### src/logic/exe_settings.svh
`ifndef EXE_SETTINGS_SVH
`define EXE_SETTINGS_SVH

// datapath and address width
`define XLEN 32

// exception flags coming in from decode
// the stage appends one more bit for misalignment
`define EXC_IN_W 3

// one quotient bit per iteration
`define DIV_STEPS `XLEN

`endif

### src/logic/exe_pkg.sv
package exe_pkg;

    typedef enum logic [3:0]
    {
        alu_add  = 4'd0,
        alu_sub  = 4'd1,
        alu_slt  = 4'd2,
        alu_sltu = 4'd3,
        alu_and  = 4'd4,
        alu_or   = 4'd5,
        alu_nor  = 4'd6,
        alu_xor  = 4'd7,
        alu_sll  = 4'd8,
        alu_srl  = 4'd9,
        alu_sra  = 4'd10,
        alu_lui  = 4'd11
    } alu_op_e;

    typedef enum logic [2:0]
    {
        md_mul_w   = 3'd0,
        md_mulh_w  = 3'd1,
        md_mulh_wu = 3'd2,
        md_div_w   = 3'd3,
        md_mod_w   = 3'd4,
        md_div_wu  = 3'd5,
        md_mod_wu  = 3'd6
    } md_op_e;

    typedef enum logic
    {
        class_alu = 1'b0,
        class_md  = 1'b1
    } op_class_e;

    // same four bits, read according to op_class_e
    typedef union packed
    {
        alu_op_e alu;
        struct packed
        {
            logic   spare;
            md_op_e op;
        } md;
    } ex_op_u;

    typedef enum logic [3:0]
    {
        mem_none  = 4'd0,
        mem_ld_b  = 4'd1,
        mem_ld_bu = 4'd2,
        mem_ld_h  = 4'd3,
        mem_ld_hu = 4'd4,
        mem_ld_w  = 4'd5,
        mem_st_b  = 4'd6,
        mem_st_h  = 4'd7,
        mem_st_w  = 4'd8
    } mem_op_e;

endpackage

### src/logic/alu.sv
`include "exe_settings.svh"

module alu
(
    input  exe_pkg::alu_op_e  alu_op,
    input  logic [`XLEN-1:0]  alu_src1,
    input  logic [`XLEN-1:0]  alu_src2,
    output logic [`XLEN-1:0]  alu_result
);

    logic              use_sub;
    logic [`XLEN-1:0]  adder_b;
    logic [`XLEN-1:0]  sum;
    logic              carry_out;
    logic              slt_bit;
    logic              sltu_bit;
    logic [4:0]        shamt;

    // sub, slt and sltu all go through the adder as a + ~b + 1
    assign use_sub = (alu_op == exe_pkg::alu_sub) || (alu_op == exe_pkg::alu_slt) ||
                     (alu_op == exe_pkg::alu_sltu);
    assign adder_b = use_sub ? ~alu_src2 : alu_src2;
    assign {carry_out, sum} = {1'b0, alu_src1} + {1'b0, adder_b} + {{`XLEN{1'b0}}, use_sub};

    // signs differ: src1 negative means less
    assign slt_bit = (alu_src1[`XLEN-1] & ~alu_src2[`XLEN-1]) |
                     (~(alu_src1[`XLEN-1] ^ alu_src2[`XLEN-1]) & sum[`XLEN-1]);
    // borrow out of the subtract
    assign sltu_bit = ~carry_out;

    assign shamt = alu_src2[4:0];

    always_comb
    begin
        case (alu_op)
            exe_pkg::alu_add,
            exe_pkg::alu_sub:  alu_result = sum;
            exe_pkg::alu_slt:  alu_result = {{(`XLEN-1){1'b0}}, slt_bit};
            exe_pkg::alu_sltu: alu_result = {{(`XLEN-1){1'b0}}, sltu_bit};
            exe_pkg::alu_and:  alu_result = alu_src1 & alu_src2;
            exe_pkg::alu_or:   alu_result = alu_src1 | alu_src2;
            exe_pkg::alu_nor:  alu_result = ~(alu_src1 | alu_src2);
            exe_pkg::alu_xor:  alu_result = alu_src1 ^ alu_src2;
            exe_pkg::alu_sll:  alu_result = alu_src1 << shamt;
            exe_pkg::alu_srl:  alu_result = alu_src1 >> shamt;
            exe_pkg::alu_sra:  alu_result = $signed(alu_src1) >>> shamt;
            // immediate already shifted by decode
            exe_pkg::alu_lui:  alu_result = alu_src2;
            default:           alu_result = sum;
        endcase
    end

endmodule

### src/logic/divider.sv
`include "exe_settings.svh"

module divider
(
    input  logic              clk,
    input  logic              reset,
    input  logic              div_start,
    input  logic              div_cancel,
    input  logic              div_signed,
    input  logic [`XLEN-1:0]  dividend,
    input  logic [`XLEN-1:0]  divisor,
    output logic              busy,
    output logic              div_done,
    output logic [`XLEN-1:0]  quotient,
    output logic [`XLEN-1:0]  remainder
);

    localparam int cnt_w = $clog2(`DIV_STEPS + 1);

    logic [cnt_w-1:0]  count;
    logic              dividend_neg;
    logic              divisor_neg;
    logic [`XLEN-1:0]  dividend_mag;
    logic [`XLEN-1:0]  divisor_mag;
    logic [`XLEN-1:0]  part_rem;
    logic [`XLEN-1:0]  quo_acc;
    logic [`XLEN-1:0]  div_mag;
    logic              neg_quo;
    logic              neg_rem;
    logic [`XLEN:0]    trial;

    assign dividend_neg = div_signed & dividend[`XLEN-1];
    assign divisor_neg  = div_signed & divisor[`XLEN-1];
    assign dividend_mag = dividend_neg ? -dividend : dividend;
    assign divisor_mag  = divisor_neg ? -divisor : divisor;

    // shift in next dividend bit, try to subtract
    assign trial = {part_rem, quo_acc[`XLEN-1]} - {1'b0, div_mag};

    always_ff @(posedge clk)
    begin
        if (reset || div_cancel)
        begin
            busy     <= 1'b0;
            div_done <= 1'b0;
            count    <= '0;
        end
        else if (div_start)
        begin
            busy     <= 1'b1;
            div_done <= 1'b0;
            count    <= cnt_w'(`DIV_STEPS);
        end
        else if (busy)
        begin
            count <= count - 1'b1;
            if (count == cnt_w'(1))
            begin
                busy     <= 1'b0;
                div_done <= 1'b1;
            end
        end
    end

    always_ff @(posedge clk)
    begin
        if (div_start)
        begin
            part_rem <= '0;
            quo_acc  <= dividend_mag;
            div_mag  <= divisor_mag;
            // zero divisor keeps the all-ones quotient unsigned
            neg_quo  <= (dividend_neg ^ divisor_neg) & (|divisor);
            neg_rem  <= dividend_neg;
        end
        else if (busy)
        begin
            if (!trial[`XLEN])
            begin
                part_rem <= trial[`XLEN-1:0];
                quo_acc  <= {quo_acc[`XLEN-2:0], 1'b1};
            end
            else
            begin
                part_rem <= {part_rem[`XLEN-2:0], quo_acc[`XLEN-1]};
                quo_acc  <= {quo_acc[`XLEN-2:0], 1'b0};
            end
        end
    end

    // sign fixup, remainder follows the dividend
    assign quotient  = neg_quo ? -quo_acc : quo_acc;
    assign remainder = neg_rem ? -part_rem : part_rem;

    a_no_start_when_busy: assert property (@(posedge clk) disable iff (reset)
        div_start |-> !busy);

endmodule

### src/logic/store_align.sv
`include "exe_settings.svh"

module store_align
(
    input  exe_pkg::mem_op_e  mem_op,
    input  logic [1:0]        addr_low,
    input  logic [`XLEN-1:0]  store_value,
    output logic [3:0]        lane_mask,
    output logic [`XLEN-1:0]  wdata,
    output logic              misaligned
);

    always_comb
    begin
        lane_mask  = 4'b0000;
        wdata      = store_value;
        misaligned = 1'b0;
        case (mem_op)
            exe_pkg::mem_st_b:
            begin
                lane_mask = 4'b0001 << addr_low;
                wdata     = {4{store_value[7:0]}};
            end
            exe_pkg::mem_st_h:
            begin
                lane_mask  = addr_low[1] ? 4'b1100 : 4'b0011;
                wdata      = {2{store_value[15:0]}};
                misaligned = addr_low[0];
            end
            exe_pkg::mem_st_w:
            begin
                lane_mask  = 4'b1111;
                misaligned = |addr_low;
            end
            exe_pkg::mem_ld_h,
            exe_pkg::mem_ld_hu: misaligned = addr_low[0];
            exe_pkg::mem_ld_w:  misaligned = |addr_low;
            default:
            begin
                lane_mask  = 4'b0000;
                misaligned = 1'b0;
            end
        endcase
    end

endmodule

### src/logic/exe_stage.sv
`include "exe_settings.svh"

module exe_stage
(
    input  logic                     clk,
    input  logic                     reset,
    input  logic                     wb_flush,
    input  logic                     mem_ex,
    input  logic                     ms_allowin,
    input  logic                     ds_to_es_valid,
    input  logic [`XLEN-1:0]         ds_pc,
    input  logic [`XLEN-1:0]         ds_rj_value,
    input  logic [`XLEN-1:0]         ds_rkd_value,
    input  logic [`XLEN-1:0]         ds_imm,
    input  logic                     ds_src1_is_pc,
    input  logic                     ds_src2_is_imm,
    input  exe_pkg::op_class_e       ds_op_class,
    input  exe_pkg::ex_op_u          ds_ex_op,
    input  exe_pkg::mem_op_e         ds_mem_op,
    input  logic [4:0]               ds_dest,
    input  logic                     ds_gr_we,
    input  logic [`EXC_IN_W-1:0]     ds_exc,
    output logic                     es_allowin,
    output logic                     es_to_ms_valid,
    output logic                     es_valid,
    output logic                     es_gr_we,
    output logic [`XLEN-1:0]         es_pc,
    output logic [`XLEN-1:0]         es_result,
    output logic [4:0]               es_dest,
    output exe_pkg::mem_op_e         es_mem_op,
    output logic [`EXC_IN_W:0]       es_exc,
    output logic                     data_sram_en,
    output logic [3:0]               data_sram_we,
    output logic [`XLEN-1:0]         data_sram_addr,
    output logic [`XLEN-1:0]         data_sram_wdata
);

    logic [`XLEN-1:0]      rj_r;
    logic [`XLEN-1:0]      rkd_r;
    logic [`XLEN-1:0]      imm_r;
    logic                  src1_is_pc_r;
    logic                  src2_is_imm_r;
    exe_pkg::op_class_e    op_class_r;
    exe_pkg::ex_op_u       ex_op_r;
    logic [`EXC_IN_W-1:0]  exc_r;
    logic [`XLEN-1:0]      alu_src1;
    logic [`XLEN-1:0]      alu_src2;
    logic [`XLEN-1:0]      alu_result;
    exe_pkg::md_op_e       md_op;
    logic                  is_mul;
    logic                  is_div;
    logic                  mul_signed;
    logic [`XLEN:0]        mul_a;
    logic [`XLEN:0]        mul_b;
    logic [2*`XLEN+1:0]    product;
    logic [`XLEN-1:0]      mul_result;
    logic                  div_start;
    logic                  div_sent;
    logic                  div_busy;
    logic                  div_done;
    logic [`XLEN-1:0]      quotient;
    logic [`XLEN-1:0]      remainder;
    logic                  es_ready_go;
    logic [3:0]            lane_mask;
    logic                  misaligned;

    always_ff @(posedge clk)
    begin
        if (reset || wb_flush)
            es_valid <= 1'b0;
        else if (es_allowin)
            es_valid <= ds_to_es_valid;
    end

    always_ff @(posedge clk)
    begin
        if (ds_to_es_valid && es_allowin)
        begin
            es_pc         <= ds_pc;
            rj_r          <= ds_rj_value;
            rkd_r         <= ds_rkd_value;
            imm_r         <= ds_imm;
            src1_is_pc_r  <= ds_src1_is_pc;
            src2_is_imm_r <= ds_src2_is_imm;
            op_class_r    <= ds_op_class;
            ex_op_r       <= ds_ex_op;
            es_mem_op     <= ds_mem_op;
            es_dest       <= ds_dest;
            es_gr_we      <= ds_gr_we;
            exc_r         <= ds_exc;
        end
    end

    assign alu_src1 = src1_is_pc_r ? es_pc : rj_r;
    assign alu_src2 = src2_is_imm_r ? imm_r : rkd_r;

    alu alu_inst
    (
        .alu_op     (ex_op_r.alu),
        .alu_src1   (alu_src1),
        .alu_src2   (alu_src2),
        .alu_result (alu_result)
    );

    assign md_op  = ex_op_r.md.op;
    assign is_mul = (op_class_r == exe_pkg::class_md) &&
                    (md_op inside {exe_pkg::md_mul_w, exe_pkg::md_mulh_w, exe_pkg::md_mulh_wu});
    assign is_div = (op_class_r == exe_pkg::class_md) &&
                    (md_op inside {exe_pkg::md_div_w, exe_pkg::md_mod_w,
                                   exe_pkg::md_div_wu, exe_pkg::md_mod_wu});

    // 33x33 signed product covers both signed and unsigned high words
    assign mul_signed = (md_op == exe_pkg::md_mulh_w);
    assign mul_a      = {mul_signed & alu_src1[`XLEN-1], alu_src1};
    assign mul_b      = {mul_signed & alu_src2[`XLEN-1], alu_src2};
    assign product    = $signed(mul_a) * $signed(mul_b);
    assign mul_result = (md_op == exe_pkg::md_mul_w) ? product[`XLEN-1:0]
                                                      : product[2*`XLEN-1:`XLEN];

    // one start per divide; cleared when the slot turns over or on flush
    assign div_start = es_valid && is_div && !div_busy && !div_sent && !wb_flush;

    always_ff @(posedge clk)
    begin
        if (reset || wb_flush || es_allowin)
            div_sent <= 1'b0;
        else if (div_start)
            div_sent <= 1'b1;
    end

    divider divider_inst
    (
        .clk        (clk),
        .reset      (reset),
        .div_start  (div_start),
        .div_cancel (wb_flush),
        .div_signed (md_op == exe_pkg::md_div_w || md_op == exe_pkg::md_mod_w),
        .dividend   (alu_src1),
        .divisor    (alu_src2),
        .busy       (div_busy),
        .div_done   (div_done),
        .quotient   (quotient),
        .remainder  (remainder)
    );

    assign es_ready_go    = !is_div || (div_sent && div_done);
    assign es_allowin     = !es_valid || (es_ready_go && ms_allowin);
    assign es_to_ms_valid = es_valid && es_ready_go;

    always_comb
    begin
        if (is_mul)
            es_result = mul_result;
        else if (is_div)
            es_result = (md_op == exe_pkg::md_div_w || md_op == exe_pkg::md_div_wu) ?
                        quotient : remainder;
        else
            es_result = alu_result;
    end

    store_align store_align_inst
    (
        .mem_op      (es_mem_op),
        .addr_low    (alu_result[1:0]),
        .store_value (rkd_r),
        .lane_mask   (lane_mask),
        .wdata       (data_sram_wdata),
        .misaligned  (misaligned)
    );

    assign es_exc          = {exc_r, misaligned};
    assign data_sram_en    = es_valid;
    assign data_sram_addr  = alu_result;
    assign data_sram_we    = (es_valid && !misaligned && !mem_ex) ? lane_mask : 4'b0000;

    // a result held by the memory stage stays put
    a_out_valid: assert property (@(posedge clk) disable iff (reset)
        es_to_ms_valid && !ms_allowin && !wb_flush |=>
            es_valid && es_to_ms_valid && $stable(es_result));

    a_we_store_only: assert property (@(posedge clk) disable iff (reset)
        (data_sram_we != 4'b0000) |->
            (es_mem_op inside {exe_pkg::mem_st_b, exe_pkg::mem_st_h, exe_pkg::mem_st_w}));

    // a fresh start clears the old divider result and fires only once
    a_start_not_pending: assert property (@(posedge clk) disable iff (reset)
        div_start |=> !es_to_ms_valid && !div_start);

endmodule

### config.mk
export PLATFORM = sky130hd
export DESIGN_NAME = exe_stage
export DESIGN_NICKNAME = d
export VERILOG_FILES = /design/src/logic/exe_pkg.sv /design/src/logic/alu.sv /design/src/logic/divider.sv /design/src/logic/store_align.sv /design/src/logic/exe_stage.sv
export VERILOG_INCLUDE_DIRS = /design/src /design/src/logic
export SDC_FILE = /design/constraint.sdc
export NUM_CORES = 2
export LEC_CHECK = 0
export ABC_AREA = 1
export ABC_CLOCK_PERIOD_IN_PS = 11100
export BUFFER_PORTS_ARGS = -buffer_cell sky130_fd_sc_hd__clkbuf_2
export CAP_MARGIN = 20
export CORE_MARGIN = 8
export CORE_UTILIZATION = 33
export DETAILED_ROUTE_END_ITERATION = 6
export PLACE_DENSITY = 0.44
export SYNTH_ARGS = -nofsm -noshare
export SYNTH_HDL_FRONTEND = slang
export SYNTH_SLANG_ARGS = --single-unit
### constraint.sdc
create_clock -name clk -period 11.1 [get_ports clk]
set_input_delay 1.11 -clock clk [delete_from_list [all_inputs] [get_ports clk]]
set_output_delay 1.11 -clock clk [all_outputs]
set_load 0.05 [all_outputs]
[Word level (Yosys, flattened, before mapping)]
Index checks and enable logic that the tools add are counted.
W data, S select, Z words.
Operators by class
  multipliers: 1
  eq/ne operators: 24
  reductions and logical operators: 37
  add/sub/neg operators: 8
  mux-type cells: 26
  shifts and indexed selects: 4
  bitwise logic cells: 18
Operator list (count)
  $mux W32: 14
  $pmux W32 S10: 1
  $neg A32 Y32: 4
  $mul A33 B33 Y64: 1
  $not A32 Y32: 2
  $pmux W32 S2: 1
  $add A32 B32 Y33: 1
  $add A33 B1 Y33: 1
  $sub A33 B32 Y33: 1
  $and A32 B32 Y32: 1
  $eq A4 B3 Y1 const B: 8
  $or A32 B32 Y32: 1
  $reduce_or A32 Y1: 1
  $shl A32 B5 Y32: 1
  $shr A32 B5 Y32: 1
  $sshr A32 B5 Y32: 1
  $xor A32 B32 Y32: 1
  $eq A4 B4 Y1 const B: 5
  $eq A4 B2 Y1 const B: 3
  $logic_and A1 B1 Y1: 12
  $mux W6: 2
  $pmux W4 S3: 1
  $eq A3 B3 Y1 const B: 3
  $logic_or A1 B1 Y1: 8
  21 further kinds: 43
Storage, ports and cells
  bits of input ports: 154
  word-level logic and storage cells: 141
  output and inout port bits: 150
  register bits after elaboration: 256

[Logic depth before layout (Yosys ltp)]
  word-level depth: 15
  gate-level depth with buffers: 41
  gate-level depth less buffers: 38

[Hierarchy]
A second synthesis with hierarchy kept.
Second synthesis, totals
  cells, all modules: 8565
  area, all modules: 64287.9 µm²
By module, submodules not included
  exe_stage: times used 1, sequential area each 4484.3 µm², area each 45518.7 µm², cells each 5318
  divider: times used 1, sequential area each 2782.7 µm², area each 10242.3 µm², cells each 1628
  alu: times used 1, sequential area each 0.0 µm², area each 7945.1 µm², cells each 1494
  store_align: times used 1, sequential area each 0.0 µm², area each 581.8 µm², cells each 125

[Worst setup path before layout]
Ideal clock, no wire load.
  kind: register to output
  start point: register src2_is_imm_r
  end point: output es_result[0]
  stages on the path, launching flop included: 31
  data required time: 9.990 ns
  buffers on the path: 6
  arrival time: 8.550 ns
  slack: 1.440 ns
  path through: edfxtp_1 -> buf_6 -> o21a_1 -> buf_2 -> inv_2 -> clkbuf_1 -> buf_2 -> buf_2 -> buf_1 -> nand2_1 -> fa_1 -> fa_1 -> inv_1 -> fa_1 -> fa_1 -> inv_1 -> fa_1 -> fa_1 -> inv_1 -> fa_1 -> fa_1 -> ha_1 -> nand2_1 -> nor4_1 -> a21oi_1 -> o21ai_0 -> nand2_1 -> nand2_1 -> xor2_1 -> nor2_1 -> o22ai_1
On the way
  longest elaborated chain between the ends: 10
  elaborated cells on any way between the ends: 25
  classes of those cells: 2 x add/sub; 1 x mul; 3 x shift; 6 x mux; 13 x bitwise
Ends and longest elaborated chain
  start: declaration: line exe_stage.sv:42  | logic src2_is_imm_r;
  start signal: assignment: line exe_stage.sv:84  | src2_is_imm_r <= ds_src2_is_imm;
  $mux W32 *: line exe_stage.sv:95  | assign alu_src2 = src2_is_imm_r ? imm_r : rkd_r;
  $not A32 Y32: line alu.sv:22  | assign adder_b = use_sub ? ~alu_src2 : alu_src2;
  $mux W32: line alu.sv:22
  $add A32 B32 Y33: line alu.sv:23  | assign {carry_out, sum} = {1'b0, alu_src1} + {1'b0, adder_b} + {{`XLEN{1'b0}}, use_sub};
  $add A33 B1 Y33: line alu.sv:23
  $and A1 B1 Y1: line alu.sv:27  | (~(alu_src1[`XLEN-1] ^ alu_src2[`XLEN-1]) & sum[`XLEN-1]);
  $or A1 B1 Y1: line alu.sv:26  | assign slt_bit = (alu_src1[`XLEN-1] & ~alu_src2[`XLEN-1]) |
  $pmux W32 S10: line alu.sv:35  | case (alu_op)
  $mux W32: line exe_stage.sv:154  | else if (is_div)
  $mux W32 *: line exe_stage.sv:152  | if (is_mul)
  end: declaration: line exe_stage.sv:28  | output logic [`XLEN-1:0] es_result,
Mark *: on every way between the ends. The rest lies on a longest branch, timed or not.

[Worst setup path in the final report]
  start point: register src2_is_imm_r
  end point: output es_result[19]
On the way
  longest elaborated chain between the ends: 8
  elaborated cells on any way between the ends: 18
  classes of those cells: 2 x add/sub; 1 x mul; 3 x shift; 6 x mux; 6 x bitwise
Ends and longest elaborated chain (line)
  $mux W32 *: exe_stage.sv:95
  $not A32 Y32: alu.sv:22
  $mux W32: alu.sv:22
  $add A32 B32 Y33: alu.sv:23
  $add A33 B1 Y33: alu.sv:23
  $pmux W32 S10: alu.sv:35
  $mux W32: exe_stage.sv:154
  $mux W32 *: exe_stage.sv:152
Marked as above.

==> results by group <==
Run status
  – Outcome: finished, final reports clean

Setup path
  – Setup CP Type: reg2out
  – CP Capture Type: primary output
  – Crit path depth: 28
  – WP data required: 9.99 ns
  – Worst Setup SP: src2_is_imm_r$_DFFE_PP_
  – Worst setup SP type: register
  – Critical path buffer and inverter count: 7
  – Worst flop-to-flop path startpoint: src2_is_imm_r$_DFFE_PP_
  – Cell mode on critical path: fa_1
  – R2R Path End: divider_inst.div_mag[30]$_DFFE_PP_
  – Worst Path Max Fanout: 27
  – Crit path max-delay family: adder cells
  – Worst setup endpoint: es_result[19]
  – Arrival @ worst endpoint: roughly 9.9 ns
  – Reg2reg setup slack: between 6 and 7 ns
  – CP max stage cell: fa_1
  – R2R depth: 14
  – CP peak stage delay: around 0.6 ns

Detailed routing
  – Iteration-0 DRC Markers: between 5,000 and 6,000
  – Via count: ~56,000
  – Pre-Repair DR Iteration Count: 6
  – Via density: 5.232
  – Remaining antenna violation count: 0
  – DRC Markers: 0
  – Wire length per cell: between 20 and 30 um
  – Routed WL: about 300,000 um

Clocking
  – Clock tree sinks: approximately 260
  – Reg clk slew, reported paths: 0.06 ns
  – CTS tree: yes
  – Worst-case clock buffer depth: 3
  – TritonCTS buffer count: 36
  – H-tree depth: 2
  – Root Buffer Master: clkbuf_16
  – Worst-Skew Late Latency: about 0.62 ns

STA
  – Final Skew: roughly 0.042 ns
  – Max-slew headroom: 0.1955
  – Final Max Slew Viols: 0
  – Least-Margin Pin Slew: ~1.2 ns
  – # setup viols final: 0
  – Post-route minimum period: between 10 and 15 ns
  – Worst Hold Slack: 0.4675 ns
  – Fmax: between 0.09 and 0.1 GHz
  – Crit share post-route: 0.9879
  – Fin. Hold Viols: 0

Layout
  – # nets final: ~9,900
  – Layout cell share with drive strength beyond 1: 0.1014
  – Area growth, synth to finish: 12.30%

Hold path
  – HP Class: reg2reg
  – Min-delay src: divider_inst.count[1]$_SDFFE_PP0P_

Place
  – Buffers on Ports: between 300 and 400
  – DP HPWL: approximately 250,000 um
  – Final GP Congestion: between 0.9 and 1

Yosys
  – Most common cell in the netlist: nand2_1
  – Asr flop ratio synth: 0
  – EDFF count, synth: around 210
  – Warnings, synthesis: 0
  – Synth area leaders: fa_1, nand2_1, edfxtp_1
  – Netlist cell types: 69
  – Post-synthesis sequential area ratio: 0.1181
  – Cell area after synthesis: between 60,000 and 70,000 um^2
  – Commonest cells post-synth: nand2_1, inv_1, fa_1
  – Syn nets: 9,615
  – Yosys reg bits: 256
  – Synth Flop Type: edfxtp_1
  – Gate Count Post-Synth: 7,984
  – Syn_area_per_cell: ~7.7 um^2
  – Largest area contributor in the netlist: fa_1
  – Synth top area share: 0.3666

Floorplan
  – Core area: ~190,000 um^2
  – Site Rows: 158
  – # IOs: around 300
  – Die Width: 447.8 um
  – Die area: about 200,000 um^2
  – Starting Density: 0.3319
  – Die Ht: approximately 450 um

Run
  – MaxCap Viol Count: 0

Global route
  – Vias in the first global route: ~59,000
  – GRT overflow: 0
  – Largest net degree at the start of global routing: 86
  – Global-route wire length before repair: 436,000 um
  – Global-route usage over all layers: 0.3012
  – Initial antenna violation count: 17
[per-layer routing]
layer / track usage / vias to the layer above / share of wire
li1: - / 24740 / -
met1: 0.4062 / 28880 / 0.43
met2: 0.4749 / 2222 / 0.44
met3: 0.04761 / 498 / 0.067
met4: 0.1395 / 4 / 0.057
met5: 0.008175 / - / 0.00082
[worst min-delay path by stage]
stage,depth (start not counted),end,slack [ns]
2_1_floorplan,2,divider_inst.count[1]$_SDFFE_PP0P_,0.44
3_3_place_gp,2,divider_inst.count[1]$_SDFFE_PP0P_,0.45
3_5_place_dp,2,divider_inst.count[1]$_SDFFE_PP0P_,0.46
4_1_cts,2,divider_inst.count[1]$_SDFFE_PP0P_,0.47
5_1_grt,2,divider_inst.part_rem[2]$_SDFFE_PP0P_,0.50
6_report,2,divider_inst.count[1]$_SDFFE_PP0P_,0.47
[cells in the final DEF (no fill, tap or decap), drive strengths merged, types with 29 or more instances in the layout]
cell type and n:
nor2 620, nor3 48, or2 40, o21ai 420
nand3 244, dfxtp 42, a21o 30, nand2 2069
xor2 134, a31oi 29, clkinv 33, o211ai 50
o22ai 29, clkbuf 320, edfxtp 214, nand4 35
xnor2 35, a21oi 262, fa 1127, inv 1674
buf 300, ha 350
[layout make-up]
class / instances / area [um^2]
Clock buffer: 42 / 944.7
Sequential cell: 256 / 7267
Fill cell: 19920 / 116300
Timing Repair Buffer: 578 / 4268
Clock inverter: 23 / 295.3
Multi-Input combinational cell: 5680 / 46780
Inverter: 1697 / 6420
Tap cell: 2480 / 3103
Antenna cell: 12 / 30.03
[through the flow]
step	instances	util	worst slack, ns	TNS [ns]	instance area (um^2)
2_1_floorplan	7984	-	1.440	0	61540
3_3_place_gp	10670	0.3632	-0.4006	-0.4834	67350
3_5_place_dp	10670	0.3635	-0.2929	-0.2931	67400
4_1_cts	10750	0.3710	0.003265	0	68790
5_1_grt	10760	0.3725	-0.02195	-0.02195	69080
6_report	10770	0.3727	0.1344	0	69110
[flip-flops by register name, summed over array words and instances (netlist names), 6 cells and up]
signal                 flops
imm_r                     32
divider_inst.quo_acc      32
divider_inst.div_mag      32
divider_inst.count         6
es_pc                     32
rj_r                      32
rkd_r                     32
divider_inst.part_rem     32
[kinds of logic (layout without fill, tap and decap cells)]
| logic type | Yosys count | in the layout | synth area share |
|---|---|---|---|
| XOR/XNOR | 169 | 169 | 0.02405 |
| adder cells (fa/ha/maj) | 1477 | 1477 | 0.4378 |
| other | 0 | 12 | 0 |
| AO/OA/AOI/OAI | 938 | 938 | 0.08944 |
| buffers and inverters | 2048 | 2340 | 0.1277 |
| multiplexers | 2 | 2 | 0.0003253 |
| flip-flops | 256 | 256 | 0.1181 |
| AND/OR/NAND/NOR | 3094 | 3094 | 0.2026 |
[worst min-delay path, cell delays in order, from the launching register on]
cell	delay (ns)
dfxtp_1	0.31
nand2_1	0.06
a21oi_1	0.05
[timing repair]
action                                  in CTS  in global routing
pin swaps                                    2                  2
hold buffers                                 0                  0
gates resized for setup                     23                 66
endpoints found under the setup margin      29                 32
setup buffers                                7                 10
Power is not shown: default switching activity piles up to over one toggle a cycle in this logic, so the estimate is an artifact.
